===== config.mk =====
export PLATFORM = sky130hd
export DESIGN_NAME = line_robot_top
export DESIGN_NICKNAME = d
export VERILOG_FILES = /design/src/source/drive_pkg.sv /design/src/source/sensor_pkg.sv /design/src/source/adc_controller.sv /design/src/source/line_follower.sv /design/src/source/line_robot_top.sv /design/src/source/pwm_generator.sv
export SDC_FILE = /design/constraint.sdc
export NUM_CORES = 1
export LEC_CHECK = 0
export ABC_CLOCK_PERIOD_IN_PS = 5800
export BUFFER_PORTS_ARGS = -buffer_cell sky130_fd_sc_hd__buf_2
export CAP_MARGIN = 40
export CORE_MARGIN = 2
export CORE_UTILIZATION = 40
export DETAILED_ROUTE_END_ITERATION = 10
export SYNTH_ARGS = -nofsm -noshare
export SYNTH_HDL_FRONTEND = slang
export SYNTH_SLANG_ARGS = --single-unit

===== constraint.sdc =====
create_clock -name clk_50M -period 5.8 [get_ports clk_50M]
set_input_delay 1.16 -clock clk_50M [delete_from_list [all_inputs] [get_ports clk_50M]]
set_output_delay 1.16 -clock clk_50M [all_outputs]
set_load 0.005 [all_outputs]

===== src/source/drive_pkg.sv =====
package drive_pkg;

	// duty is high slots out of 32
	localparam int DUTY_WIDTH = 5;
	localparam logic [DUTY_WIDTH-1:0] FULL_DUTY = 5'd24;
	localparam logic [DUTY_WIDTH-1:0] SLOW_DUTY = 5'd8;

	// clk_50M cycles per pwm slot
	localparam int PWM_PRESCALE = 4;
	localparam int PRESCALE_W = $clog2(PWM_PRESCALE);

	// minimum spacing of two follower decisions
	localparam int DECISION_INTERVAL = 2048;
	localparam int INTERVAL_W = $clog2(DECISION_INTERVAL);

	// sample queue depth, also the credits the adc starts with
	localparam int SAMPLE_CREDITS = 2;
	localparam int CREDIT_W = $clog2(SAMPLE_CREDITS + 1);
	localparam int QUEUE_PTR_W = $clog2(SAMPLE_CREDITS);

	localparam int NODE_COUNT_W = 8;

	// motion decision codes on turn_flag
	localparam int TURN_W = 2;
	localparam logic [TURN_W-1:0] TURN_STRAIGHT = 2'd0;
	localparam logic [TURN_W-1:0] TURN_LEFT = 2'd1;
	localparam logic [TURN_W-1:0] TURN_RIGHT = 2'd2;
	localparam logic [TURN_W-1:0] TURN_REVERSE = 2'd3;

endpackage


===== src/source/sensor_pkg.sv =====
package sensor_pkg;

	// one conversion result
	localparam int ADC_WIDTH = 12;

	// adc_sck half period in clk_50M cycles
	localparam int ADC_HALF_PERIOD = 8;
	localparam int ADC_DIV_W = $clog2(ADC_HALF_PERIOD);

	// sck periods while cs_n is low for one conversion
	localparam int SCK_PER_CONV = 16;
	localparam int SCK_CNT_W = $clog2(SCK_PER_CONV + 1);

	// address goes out in periods 3..5, data comes back in 5..16
	localparam int ADDR_FIRST = 3;
	localparam int DATA_FIRST = SCK_PER_CONV - ADC_WIDTH + 1;

	// channels read per frame, in this order
	localparam int NUM_CHANNELS = 3;
	localparam int CH_IDX_W = $clog2(NUM_CHANNELS);
	localparam int ADDR_BITS = 3;

	localparam logic [ADDR_BITS-1:0] CH_LEFT = 3'd0;
	localparam logic [ADDR_BITS-1:0] CH_CENTER = 3'd1;
	localparam logic [ADDR_BITS-1:0] CH_RIGHT = 3'd2;

	// above this the sensor sees black
	localparam logic [ADC_WIDTH-1:0] LINE_THRESHOLD = 12'd1800;

endpackage

===== src/source/adc_controller.sv =====
module adc_controller
	import sensor_pkg::*, drive_pkg::*;
(
	input  wire                  clk_50M,
	input  wire                  rst,
	input  wire                  adc_dout,
	output logic                 adc_sck,
	output logic                 adc_cs_n,
	output logic                 adc_din,
	output logic [ADC_WIDTH-1:0] left_value,
	output logic [ADC_WIDTH-1:0] center_value,
	output logic [ADC_WIDTH-1:0] right_value,
	output logic                 sample_valid,
	input  wire                  credit_return
);

	typedef enum logic [1:0] {S_IDLE, S_CONV, S_GAP} adc_state_t;

	adc_state_t state;
	logic [ADC_DIV_W-1:0] div_cnt;
	logic [SCK_CNT_W-1:0] period;
	logic [SCK_CNT_W-1:0] next_period;
	logic [SCK_CNT_W-1:0] addr_pos;
	logic [CH_IDX_W-1:0] ch_idx;
	logic [ADDR_BITS-1:0] ch_addr;
	logic [CREDIT_W-1:0] credits;
	logic [ADC_WIDTH-1:0] shift_in;
	logic [ADC_WIDTH-1:0] result;
	logic edge_tick;
	logic frame_start;
	logic bit_sample;
	logic last_ch;
	logic next_din;

	assign edge_tick = (div_cnt == ADC_DIV_W'(ADC_HALF_PERIOD - 1));
	assign frame_start = (state == S_IDLE) && (credits != '0);
	assign last_ch = (ch_idx == CH_IDX_W'(NUM_CHANNELS - 1));
	assign result = {shift_in[ADC_WIDTH-2:0], adc_dout};

	// dout is taken on the sck rising edge of the data periods
	assign bit_sample = (state == S_CONV) && edge_tick && !adc_sck && (period >= DATA_FIRST);

	always_comb begin
		case (ch_idx)
			CH_IDX_W'(0): ch_addr = CH_LEFT;
			CH_IDX_W'(1): ch_addr = CH_CENTER;
			default: ch_addr = CH_RIGHT;
		endcase
	end

	// din for the period that starts at the coming falling edge
	assign next_period = period + 1'b1;
	assign addr_pos = next_period - SCK_CNT_W'(ADDR_FIRST);

	always_comb begin
		next_din = 1'b0;
		if (next_period >= ADDR_FIRST && addr_pos < ADDR_BITS) begin
			next_din = ch_addr[2'd2 - addr_pos[1:0]];
		end
	end

	// a return and a start in the same cycle leave the count alone
	always_ff @(posedge clk_50M) begin
		if (rst) begin
			credits <= CREDIT_W'(SAMPLE_CREDITS);
		end else if (frame_start && !credit_return) begin
			credits <= credits - 1'b1;
		end else if (credit_return && !frame_start) begin
			credits <= credits + 1'b1;
		end
	end

	always_ff @(posedge clk_50M) begin
		if (rst) begin
			state <= S_IDLE;
			adc_sck <= 1'b0;
			adc_cs_n <= 1'b1;
			adc_din <= 1'b0;
			div_cnt <= '0;
			period <= '0;
			ch_idx <= '0;
			sample_valid <= 1'b0;
		end else begin
			sample_valid <= 1'b0;
			case (state)
				S_IDLE: begin
					div_cnt <= '0;
					if (frame_start) begin
						state <= S_CONV;
						adc_cs_n <= 1'b0;
						adc_din <= 1'b0;
						ch_idx <= '0;
						period <= SCK_CNT_W'(1);
					end
				end
				S_CONV: begin
					div_cnt <= edge_tick ? '0 : div_cnt + 1'b1;
					if (edge_tick && !adc_sck) begin
						adc_sck <= 1'b1;
						if (bit_sample && period == SCK_CNT_W'(SCK_PER_CONV) && last_ch) begin
							sample_valid <= 1'b1;
						end
					end else if (edge_tick) begin
						adc_sck <= 1'b0;
						if (period == SCK_CNT_W'(SCK_PER_CONV)) begin
							// conversion done, cs_n up for one sck period
							state <= S_GAP;
							adc_cs_n <= 1'b1;
							adc_din <= 1'b0;
							period <= '0;
						end else begin
							period <= next_period;
							adc_din <= next_din;
						end
					end
				end
				S_GAP: begin
					div_cnt <= edge_tick ? '0 : div_cnt + 1'b1;
					if (edge_tick && period == SCK_CNT_W'(1)) begin
						if (last_ch) begin
							state <= S_IDLE;
						end else begin
							state <= S_CONV;
							adc_cs_n <= 1'b0;
							ch_idx <= ch_idx + 1'b1;
							period <= SCK_CNT_W'(1);
						end
					end else if (edge_tick) begin
						period <= next_period;
					end
				end
				default: state <= S_IDLE;
			endcase
		end
	end

	// shift register and result latches
	always_ff @(posedge clk_50M) begin
		if (bit_sample) begin
			shift_in <= result;
			if (period == SCK_CNT_W'(SCK_PER_CONV)) begin
				case (ch_idx)
					CH_IDX_W'(0): left_value <= result;
					CH_IDX_W'(1): center_value <= result;
					default: right_value <= result;
				endcase
			end
		end
	end

endmodule


===== src/source/line_follower.sv =====
module line_follower
	import sensor_pkg::*, drive_pkg::*;
(
	input  wire                     clk_50M,
	input  wire                     rst,
	input  wire                     key,
	input  wire [ADC_WIDTH-1:0]     left_value,
	input  wire [ADC_WIDTH-1:0]     center_value,
	input  wire [ADC_WIDTH-1:0]     right_value,
	input  wire                     sample_valid,
	output logic                    credit_return,
	output logic [DUTY_WIDTH-1:0]   dc1,
	output logic [DUTY_WIDTH-1:0]   dc2,
	output logic                    reverse,
	output logic [TURN_W-1:0]       turn_flag,
	output logic                    node_flag,
	output logic [NODE_COUNT_W-1:0] node_count
);

	logic [3*ADC_WIDTH-1:0] queue_mem [SAMPLE_CREDITS];
	logic [QUEUE_PTR_W-1:0] wr_ptr;
	logic [QUEUE_PTR_W-1:0] rd_ptr;
	logic [CREDIT_W-1:0] fill;
	logic [INTERVAL_W-1:0] interval_cnt;
	logic [3*ADC_WIDTH-1:0] head;
	logic [2:0] black;
	logic interval_done;
	logic pop;
	logic key_meta;
	logic key_sync;
	logic key_prev;
	logic run;
	logic on_node;
	logic [DUTY_WIDTH-1:0] cmd_dc1;
	logic [DUTY_WIDTH-1:0] cmd_dc2;
	logic cmd_reverse;

	assign interval_done = (interval_cnt == INTERVAL_W'(DECISION_INTERVAL - 1));
	assign pop = interval_done && (fill != '0);
	assign head = queue_mem[rd_ptr];

	// black pattern as left, center, right
	assign black[2] = head[3*ADC_WIDTH-1 -: ADC_WIDTH] > LINE_THRESHOLD;
	assign black[1] = head[2*ADC_WIDTH-1 -: ADC_WIDTH] > LINE_THRESHOLD;
	assign black[0] = head[ADC_WIDTH-1:0] > LINE_THRESHOLD;

	always_ff @(posedge clk_50M) begin
		if (sample_valid) begin
			queue_mem[wr_ptr] <= {left_value, center_value, right_value};
		end
	end

	// queue pointers, never full thanks to the credits
	always_ff @(posedge clk_50M) begin
		if (rst) begin
			wr_ptr <= '0;
			rd_ptr <= '0;
			fill <= '0;
		end else begin
			if (sample_valid) begin
				wr_ptr <= (wr_ptr == QUEUE_PTR_W'(SAMPLE_CREDITS - 1)) ? '0 : wr_ptr + 1'b1;
			end
			if (pop) begin
				rd_ptr <= (rd_ptr == QUEUE_PTR_W'(SAMPLE_CREDITS - 1)) ? '0 : rd_ptr + 1'b1;
			end
			if (sample_valid && !pop) begin
				fill <= fill + 1'b1;
			end else if (pop && !sample_valid) begin
				fill <= fill - 1'b1;
			end
		end
	end

	// decision spacing, restarts at every pop
	always_ff @(posedge clk_50M) begin
		if (rst) begin
			interval_cnt <= '0;
		end else if (pop) begin
			interval_cnt <= '0;
		end else if (!interval_done) begin
			interval_cnt <= interval_cnt + 1'b1;
		end
	end

	// start button, first rising edge arms the motors
	always_ff @(posedge clk_50M) begin
		if (rst) begin
			key_meta <= 1'b0;
			key_sync <= 1'b0;
			key_prev <= 1'b0;
			run <= 1'b0;
		end else begin
			key_meta <= key;
			key_sync <= key_meta;
			key_prev <= key_sync;
			if (key_sync && !key_prev) begin
				run <= 1'b1;
			end
		end
	end

	always_ff @(posedge clk_50M) begin
		if (rst) begin
			credit_return <= 1'b0;
			node_flag <= 1'b0;
			node_count <= '0;
			on_node <= 1'b0;
			turn_flag <= TURN_STRAIGHT;
			cmd_dc1 <= '0;
			cmd_dc2 <= '0;
			cmd_reverse <= 1'b0;
		end else begin
			credit_return <= pop;
			node_flag <= 1'b0;
			if (pop) begin
				on_node <= (black == 3'b111);
				if (black == 3'b111 && !on_node) begin
					node_flag <= 1'b1;
					node_count <= node_count + 1'b1;
				end
				case (black)
					3'b010, 3'b111: begin
						turn_flag <= TURN_STRAIGHT;
						cmd_dc1 <= FULL_DUTY;
						cmd_dc2 <= FULL_DUTY;
						cmd_reverse <= 1'b0;
					end
					3'b110, 3'b100: begin
						turn_flag <= TURN_LEFT;
						cmd_dc1 <= SLOW_DUTY;
						cmd_dc2 <= FULL_DUTY;
						cmd_reverse <= 1'b0;
					end
					3'b011, 3'b001: begin
						turn_flag <= TURN_RIGHT;
						cmd_dc1 <= FULL_DUTY;
						cmd_dc2 <= SLOW_DUTY;
						cmd_reverse <= 1'b0;
					end
					3'b000: begin
						// lost the line, back up slowly
						turn_flag <= TURN_REVERSE;
						cmd_dc1 <= SLOW_DUTY;
						cmd_dc2 <= SLOW_DUTY;
						cmd_reverse <= 1'b1;
					end
					default: begin
						// 101 is ambiguous, hold last command
					end
				endcase
			end
		end
	end

	assign dc1 = run ? cmd_dc1 : '0;
	assign dc2 = run ? cmd_dc2 : '0;
	assign reverse = run & cmd_reverse;

endmodule


===== src/source/line_robot_top.sv =====
module line_robot_top
	import sensor_pkg::*, drive_pkg::*;
(
	input  wire                    clk_50M,
	input  wire                    rst,
	input  wire                    adc_dout,
	input  wire                    key,
	output wire                    adc_sck,
	output wire                    adc_cs_n,
	output wire                    adc_din,
	output wire                    motor_A1,
	output wire                    motor_B1,
	output wire                    motor_A2,
	output wire                    motor_B2,
	output wire [TURN_W-1:0]       turn_flag,
	output wire                    node_flag,
	output wire [NODE_COUNT_W-1:0] fpga_led
);

	wire [ADC_WIDTH-1:0] left_value;
	wire [ADC_WIDTH-1:0] center_value;
	wire [ADC_WIDTH-1:0] right_value;
	wire sample_valid;
	wire credit_return;
	wire [DUTY_WIDTH-1:0] dc1;
	wire [DUTY_WIDTH-1:0] dc2;
	wire reverse;

	adc_controller u_adc (
		.clk_50M       (clk_50M),
		.rst           (rst),
		.adc_dout      (adc_dout),
		.adc_sck       (adc_sck),
		.adc_cs_n      (adc_cs_n),
		.adc_din       (adc_din),
		.left_value    (left_value),
		.center_value  (center_value),
		.right_value   (right_value),
		.sample_valid  (sample_valid),
		.credit_return (credit_return)
	);

	line_follower u_follower (
		.clk_50M       (clk_50M),
		.rst           (rst),
		.key           (key),
		.left_value    (left_value),
		.center_value  (center_value),
		.right_value   (right_value),
		.sample_valid  (sample_valid),
		.credit_return (credit_return),
		.dc1           (dc1),
		.dc2           (dc2),
		.reverse       (reverse),
		.turn_flag     (turn_flag),
		.node_flag     (node_flag),
		.node_count    (fpga_led)
	);

	// motor 1
	pwm_generator u_pwm1 (
		.clk_50M    (clk_50M),
		.rst        (rst),
		.duty_cycle (dc1),
		.reverse    (reverse),
		.motor_a    (motor_A1),
		.motor_b    (motor_B1)
	);

	// motor 2
	pwm_generator u_pwm2 (
		.clk_50M    (clk_50M),
		.rst        (rst),
		.duty_cycle (dc2),
		.reverse    (reverse),
		.motor_a    (motor_A2),
		.motor_b    (motor_B2)
	);

endmodule


===== src/source/pwm_generator.sv =====
module pwm_generator
	import drive_pkg::*;
(
	input  wire                  clk_50M,
	input  wire                  rst,
	input  wire [DUTY_WIDTH-1:0] duty_cycle,
	input  wire                  reverse,
	output logic                 motor_a,
	output logic                 motor_b
);

	logic [PRESCALE_W-1:0] pre_cnt;
	logic [DUTY_WIDTH-1:0] slot;
	logic [DUTY_WIDTH-1:0] duty_q;
	logic reverse_q;
	logic slot_tick;
	logic wrap;
	logic pwm_on;

	assign slot_tick = (pre_cnt == PRESCALE_W'(PWM_PRESCALE - 1));
	assign wrap = slot_tick && (slot == '1);
	assign pwm_on = (slot < duty_q);

	// prescaler and 32-slot period
	always_ff @(posedge clk_50M) begin
		if (rst) begin
			pre_cnt <= '0;
			slot <= '0;
		end else begin
			pre_cnt <= slot_tick ? '0 : pre_cnt + 1'b1;
			if (slot_tick) begin
				slot <= slot + 1'b1;
			end
		end
	end

	// new command only at a period boundary
	always_ff @(posedge clk_50M) begin
		if (rst) begin
			duty_q <= '0;
			reverse_q <= 1'b0;
		end else if (wrap) begin
			duty_q <= duty_cycle;
			reverse_q <= reverse;
		end
	end

	// steer pwm to one side of the bridge, other side held low
	always_ff @(posedge clk_50M) begin
		if (rst) begin
			motor_a <= 1'b0;
			motor_b <= 1'b0;
		end else begin
			motor_a <= pwm_on & ~reverse_q;
			motor_b <= pwm_on & reverse_q;
		end
	end

endmodule


==> impl_metrics.py, run 1 <==
metrics = {
    "placed_design": {
        "pre_cts_slack_ns": 2.83,
        "io_buffers": 21,
        "dp.final_hpwl_mm": 9.20,
        "dp_cells": 859,
        "gp_congestion": 0.758,
    },
    "detailed_routing": {
        "detail_route.wl_per_cell_um": 15.3,
        "final_antenna_net_count": 0,
        "vias": 4632,
        "drt-vias-per-instance": 5.21,
        "drcViolationCount": 0,
        "wl_mm": 13.6,
        "firstDrtPassIters": 5,
        "drt-initial-drc-count": 321,
    },
    "power": {
        "switching_power_w": 0.000731,
        "p_int_w": 0.00223,
        "power_leakage_nw": 2.96,
        "power_frac_seq": 0.521,
        "vdd_drop_max_uv": 232,
        "pwr-share-comb": 0.088,
        "switching_share": 0.247,
        "power_frac_clock": 0.391,
        "p_per_area_nw_per_um2": 341,
    },
    "critical_path": {
        "reg2reg_from": "u_follower.interval_cnt[0]$_SDFFE_PP0P_",
        "cp-end-kind": "register",
        "start_kind": "primary input",
        "r2r_setup_slack_ns": 3.44,
        "arrival_ns": 2.79,
        "cp_max_fo": 72,
        "r2r-end": "u_follower.node_count[7]$_SDFFE_PP0P_",
        "path_class": "primary input to register",
        "reg2reg_depth": 6,
        "worst_ep_required_time_ns": 6.07,
    },
    "synthesis": {
        "synth_edf_count": 119,
        "syn_area_per_cell_um2": 12.9,
        "synth.cell_area_um2": 7710,
        "ys.flop_type": "edfxtp_1",
        "seq_area_frac_synth": 0.671,
        "synth-async-reset-ratio": 0,
        "yosysUniqueCellTypes": 56,
        "synth.top_cells.by_area": "edfxtp_1 46%, dfxtp_1 21%, ha_1 4.2%",
        "synth_area_leader_cell": "edfxtp_1",
        "synth_seq_cells": 199,
        "synth_nets": 626,
        "syn_inst": 596,
        "synth_top_cell_area_share": 0.464,
        "yosysWarnings": 0,
    },
    "grt": {
        "grt_max_degree": 73,
        "grtUsageTotal": 0.141,
        "grt_pass1_wl_mm": 22.5,
        "grt_pass1_vias": 4706,
        "grt_antenna_before_repair": 0,
        "overflow": 0,
    },
    "timing": {
        "drv_slew": 0,
        "finalCritPeriodShare": 0.435,
        "max-slew-margin-rel": 0.514,
        "worstMarginPinSlew_ns": 0.729,
        "rsz0062_at_grt": "false",
        "finalSetupViolCount": 0,
        "hold_viol_final": 0,
        "hold_slack_ns": 0.427,
        "max_freq_mhz": 397,
        "fin_crit_ns": 2.52,
        "tns_ns": 0,
        "layout_setup_ws_ns": 3.28,
        "finClkSkew_ns": 0.0119,
    },
    "final_layout": {
        "n_fill_cell": 1658,
        "final_layout_size_suffix_gt1_frac": 0.110,
        "area_delta_synth_final_pct": 12.6,
        "final_cells": 889,
        "num_antenna_cells": 0,
        "seq_area_um2": 5170,
        "final_nets": 648,
        "multiInputGateArea_um2": 2360,
    },
    "worst_hold_path": {
        "hp-class": "register to register",
        "hp-start": "u_pwm2.pre_cnt[0]$_SDFF_PP0_",
        "worstHoldPathCells": 1,
        "whs_endpoint": "u_pwm2.pre_cnt[0]$_SDFF_PP0_",
    },
    "die": {
        "fp-row-count": 50,
        "core_um2": 18800,
        "io_pins": 22,
        "die_area_um2": 20400,
        "start_util": 0.409,
        "fp.dieW_um": 143,
        "die_y_um": 143,
    },
    "clock_tree": {
        "cts_tree": "built",
        "clk_latency_ns": 0.43,
        "cts_resized": 0,
        "postCtsSetupRepairBufs": 0,
        "cts_made_buffers": 17,
        "hold_buffers": 0,
        "htree_levels": 4,
        "cts_max_path_buffers": 2,
        "cts_root_buffer": "clkbuf_16",
        "clk_pin_slew_worst_paths_ns": 0.07,
        "cts_sinks": 199,
    },
    "run": {
        "max_cap_viol_count": 0,
    },
    "status": {
        "status": "finished clean",
    },
}
==> cell usage in the layout, fill, tap and decap left out, types with 6 or more instances in the layout <==
cell type  count
edfxtp_1     119
dfxtp_1       80
nor2_1        45
a21oi_1       37
nand2_1       27
ha_1          26
nand4_1       25
inv_1         22
buf_2         21
nand3_1       20
clkbuf_16     17
xor2_1        14
o21ai_0       12
nor3_1        11
mux2i_1       10
nor2b_1        9
o31ai_1        8
xnor2_1        8
and3_1         7
and2_1         6
nor4_1         6
a211o_1        6
a211oi_1       6
mux2_1         6
buf_4          6
==> metrics by stage <==
step | power (W) | instance area (um^2) | utilization
after global placement | 0.00181 | 8080 | 0.429
after floorplan | 0.00177 | 7710 | -
after CTS | 0.00298 | 8680 | 0.461
after global routing | 0.00308 | 8680 | 0.461
final | 0.00296 | 8680 | 0.461
after detailed placement | 0.00183 | 8100 | 0.430
==> power groups by stage <==
stage | clock network (W) | registers (W) | logic, W
final | 0.00116 | 0.00154 | 0.000259
after global routing | 0.00124 | 0.00155 | 0.000293
after CTS | 0.00118 | 0.00154 | 0.000261
after detailed placement | 0 | 0.00157 | 0.000258
after global placement | 0 | 0.00157 | 0.000245
after floorplan | 0 | 0.00156 | 0.000203
==> cells in the mapped netlist, types with 4 or more instances <==
| cell type | instances |
|---|---|
| edfxtp_1 | 119 |
| dfxtp_1 | 80 |
| nor2_1 | 45 |
| a21oi_1 | 37 |
| nand2_1 | 27 |
| ha_1 | 26 |
| nand4_1 | 25 |
| inv_1 | 22 |
| nand3_1 | 20 |
| xor2_1 | 14 |
| clkbuf_1 | 13 |
| nor3_1 | 12 |
| o21ai_0 | 12 |
| mux2i_1 | 10 |
| nor2b_1 | 10 |
| o31ai_1 | 8 |
| xnor2_1 | 8 |
| and3_1 | 7 |
| a211o_1 | 6 |
| a211oi_1 | 6 |
| and2_1 | 6 |
| mux2_1 | 6 |
| nor4_1 | 6 |
| a2111oi_0 | 5 |
| buf_1 | 5 |
| buf_2 | 5 |
| nor3b_1 | 5 |
| or3_1 | 4 |
| or4_1 | 4 |
==> registers in the layout (all words and copies together), names as in the netlist, 2 cells and up, named ones only <==
name,count
u_pwm1.slot,5
u_follower.turn_flag,2
u_pwm2.pre_cnt,2
u_adc.ch_idx,2
u_adc.period,5
u_follower.node_count,8
u_adc.center_value,12
u_pwm1.duty_q,2
u_adc.state,2
u_pwm2.slot,5
u_adc.shift_in,11
u_follower.cmd_dc1,2
u_follower.queue_mem,72
u_adc.div_cnt,3
u_follower.fill,2
u_pwm2.duty_q,2
u_adc.credits,2
u_follower.cmd_dc2,2
u_adc.right_value,12
u_follower.interval_cnt,11
u_pwm1.pre_cnt,2
u_adc.left_value,12
==> worst max path at each step <==
stage / slack [ns] / depth (start not counted) / end / from
2_1_floorplan: 3.36 / 1 / u_follower.queue_mem[0][0]$_DFFE_PP_ / u_adc.sample_valid$_SDFF_PP0_
3_3_place_gp: 2.99 / 5 / u_follower.interval_cnt[8]$_SDFFE_PP0P_ / rst
3_5_place_dp: 2.83 / 5 / u_follower.interval_cnt[7]$_SDFFE_PP0P_ / rst
4_1_cts: 3.29 / 5 / u_follower.interval_cnt[7]$_SDFFE_PP0P_ / rst
5_1_grt: 3.12 / 5 / u_follower.interval_cnt[8]$_SDFFE_PP0P_ / rst
6_report: 3.28 / 5 / u_follower.interval_cnt[7]$_SDFFE_PP0P_ / rst
==> logic make-up after synthesis <==
logic type / share of synthesized area
DFF: 0.671
and+or+nand+nor: 0.135
AOI/OAI and AO/OA: 0.0812
buffers and inverters: 0.0239
adders and majority gates: 0.0422
xor gates and xnor gates: 0.0250
muxes: 0.0218
==> layout make-up <==
| class | instances | share of cell area |
|---|---|---|
| Clock buffer | 17 | 0.0490 |
| Clock inverter | 13 | 0.0179 |
| Inverter | 23 | 0.00995 |
| Multi-Input combinational cell | 350 | 0.272 |
| Sequential cell | 199 | 0.596 |
| Tap cell | 260 | 0.0375 |
| Timing Repair Buffer | 27 | 0.0173 |
==> worst max-delay path, cell delays in order <==
cell and delay (ns):
buf_2 0.08, buf_4 0.57, clkinv_1 0.44, nand2_1 0.40, a21oi_1 0.12
==> routing by layer <==
layer,GRT usage,share of wire
met1,0.167,0.43
met2,0.252,0.52
met3,0.0372,0.037
met4,0.0427,0.013
met5,0,0
(Power assumes the default switching activity.)
==> inputs of run 2 (changes only) <==
ABC_CLOCK_PERIOD_IN_PS = 2600   (was 5800)
clock period = 2.6 ns   (was 5.8 ns; I/O delays follow)
==> impl_metrics.py, run 2 (synthesis gave the netlist of run 1 again) <==
metrics = {
    "status": {
        "status": "finished clean",
    },
    "placed_design": {
        "dpl-instance-area_um2": 8160,
        "pre_cts_slack_ns": 0.334,
        "io_buffers": 21,
        "gp_congestion": 0.828,
        "dp.final_hpwl_mm": 9.27,
    },
    "timing": {
        "max_freq_mhz": 441,
        "finalCritPeriodShare": 0.873,
        "max-slew-margin-rel": 0.564,
        "layout_setup_ws_ns": 0.331,
        "tns_ns": 0,
        "finalSetupViolCount": 0,
        "worstMarginPinSlew_ns": 0.649,
        "rsz0062_at_grt": "false",
        "hold_viol_final": 0,
        "finClkSkew_ns": 0.0153,
        "fin_crit_ns": 2.27,
        "drv_slew": 0,
    },
    "clock_tree": {
        "cts_tree": "built",
        "clk_pin_slew_worst_paths_ns": 0.08,
        "postCtsSetupRepairBufs": 0,
        "cts_made_buffers": 17,
        "htree_levels": 4,
        "cts_resized": 0,
        "cts_max_path_buffers": 2,
        "cts_root_buffer": "clkbuf_16",
        "hold_buffers": 0,
        "cts_sinks": 199,
        "clk_latency_ns": 0.44,
    },
    "power": {
        "vdd_drop_max_uv": 455,
        "switching_power_w": 0.00169,
        "p_per_area_nw_per_um2": 763,
        "power_leakage_nw": 3.01,
        "power_frac_seq": 0.513,
        "p_int_w": 0.00500,
        "switching_share": 0.253,
        "power_frac_clock": 0.399,
        "total_power_w": 0.00670,
        "pwr-share-comb": 0.088,
    },
    "final_layout": {
        "final_nets": 654,
        "final_layout_size_suffix_gt1_frac": 0.121,
        "n_fill_cell": 1642,
        "area_delta_synth_final_pct": 13.9,
        "largest-register": "u_follower.queue_mem",
        "largest_reg_flops": 72,
        "final_cell_mix": "119 x edfxtp_1, 80 x dfxtp_1, 45 x nor2_1",
        "final_area_um2": 8780,
        "layout_commonest_cell": "edfxtp_1",
        "num_antenna_cells": 0,
    },
    "worst_hold_path": {
        "whs_endpoint": "u_follower.key_meta$_SDFF_PP0_",
        "hp-class": "primary input to register",
        "hp-start": "key",
        "worstHoldPathCells": 2,
    },
    "detailed_routing": {
        "wl_mm": 13.7,
        "drcViolationCount": 0,
        "detail_route.wl_per_cell_um": 15.3,
        "firstDrtPassIters": 5,
        "drt-vias-per-instance": 5.19,
        "vias": 4657,
        "drt-initial-drc-count": 267,
        "final_antenna_net_count": 0,
    },
    "grt": {
        "grt_pass1_wl_mm": 22.5,
        "grt_pass1_vias": 4528,
        "overflow": 0,
        "grtUsageTotal": 0.145,
        "met2_usage": 0.242,
        "grt_antenna_before_repair": 0,
        "grt.busiest_layer": "met2",
        "use_met3": 0.0379,
        "grt_max_degree": 49,
        "globalRouteMet1Util": 0.177,
    },
    "die": {
        "fp.dieW_um": 143,
        "io_pins": 22,
        "die_y_um": 143,
        "start_util": 0.409,
        "die_area_um2": 20400,
        "core_um2": 18800,
        "fp-row-count": 50,
    },
    "critical_path": {
        "cp_max_fo": 10,
        "path_class": "register to register",
        "worst_ep_required_time_ns": 2.93,
        "arrival_ns": 2.60,
        "start_kind": "register",
        "reg2reg_depth": 6,
        "cp-end-kind": "register",
        "r2r_setup_slack_ns": 0.33,
        "r2r-end": "u_follower.node_count[7]$_SDFFE_PP0P_",
        "reg2reg_from": "u_follower.interval_cnt[0]$_SDFFE_PP0P_",
    },
    "run": {
        "max_cap_viol_count": 0,
    },
}
run 2: how the worst max path moves through the flow:
stage / cells past startpoint / endpoint / start
2_1_floorplan: 1 / u_follower.queue_mem[0][0]$_DFFE_PP_ / u_adc.sample_valid$_SDFF_PP0_
3_3_place_gp: 6 / u_follower.node_count[7]$_SDFFE_PP0P_ / u_follower.interval_cnt[0]$_SDFFE_PP0P_
3_5_place_dp: 6 / u_follower.node_count[7]$_SDFFE_PP0P_ / u_follower.interval_cnt[0]$_SDFFE_PP0P_
4_1_cts: 6 / u_follower.node_count[7]$_SDFFE_PP0P_ / u_follower.interval_cnt[0]$_SDFFE_PP0P_
5_1_grt: 7 / u_adc.period[4]$_SDFFE_PP0P_ / u_adc.div_cnt[0]$_SDFFE_PP0N_
6_report: 6 / u_follower.node_count[7]$_SDFFE_PP0P_ / u_follower.interval_cnt[0]$_SDFFE_PP0P_
run 2: layout make-up:
class                   instances  area (um^2)  area share
inverters                      23         86.3     0.00984
clock buffers                  17          425      0.0485
flip-flops and latches        199         5170       0.590
multi-input cells             350         2360       0.269
repair buffers                 33          208      0.0237
clock inverters                15          195      0.0222
well taps                     260          325      0.0371
run 2: power by group through the flow:
stage | Combinational, W | Sequential [W] | Clock [W]
finish | 0.000588 | 0.00343 | 0.00267
global route | 0.000665 | 0.00345 | 0.00287
CTS | 0.000587 | 0.00343 | 0.00275
detailed placement | 0.000580 | 0.00351 | 0
global placement | 0.000552 | 0.00350 | 0
floorplan | 0.000453 | 0.00349 | 0
run 2: critical path, stage by stage (launching register included):
cell     delay [ns]
dfxtp_1        0.39
ha_1           0.25
nand3_1        0.11
or4_1          0.67
nor4_2         0.30
nand4_1        0.13
mux2_1         0.31
run 2: stage by stage:
stage          hold slack [ns]  instances   util
2_1_floorplan            0.404        596      -
3_3_place_gp             0.414        865  0.433
3_5_place_dp             0.419        865  0.433
4_1_cts                  0.266        897  0.466
5_1_grt                  0.284        897  0.466
6_report                 0.287        897  0.466
run 2: per-layer routing:
metal  part of all wire  wire, um  vias up
met5                  0         0        -
met4              0.013       182        0
met3              0.029       393       13
met2               0.50      6800       70
met1               0.46      6310     2288
li1                   -         -     2286
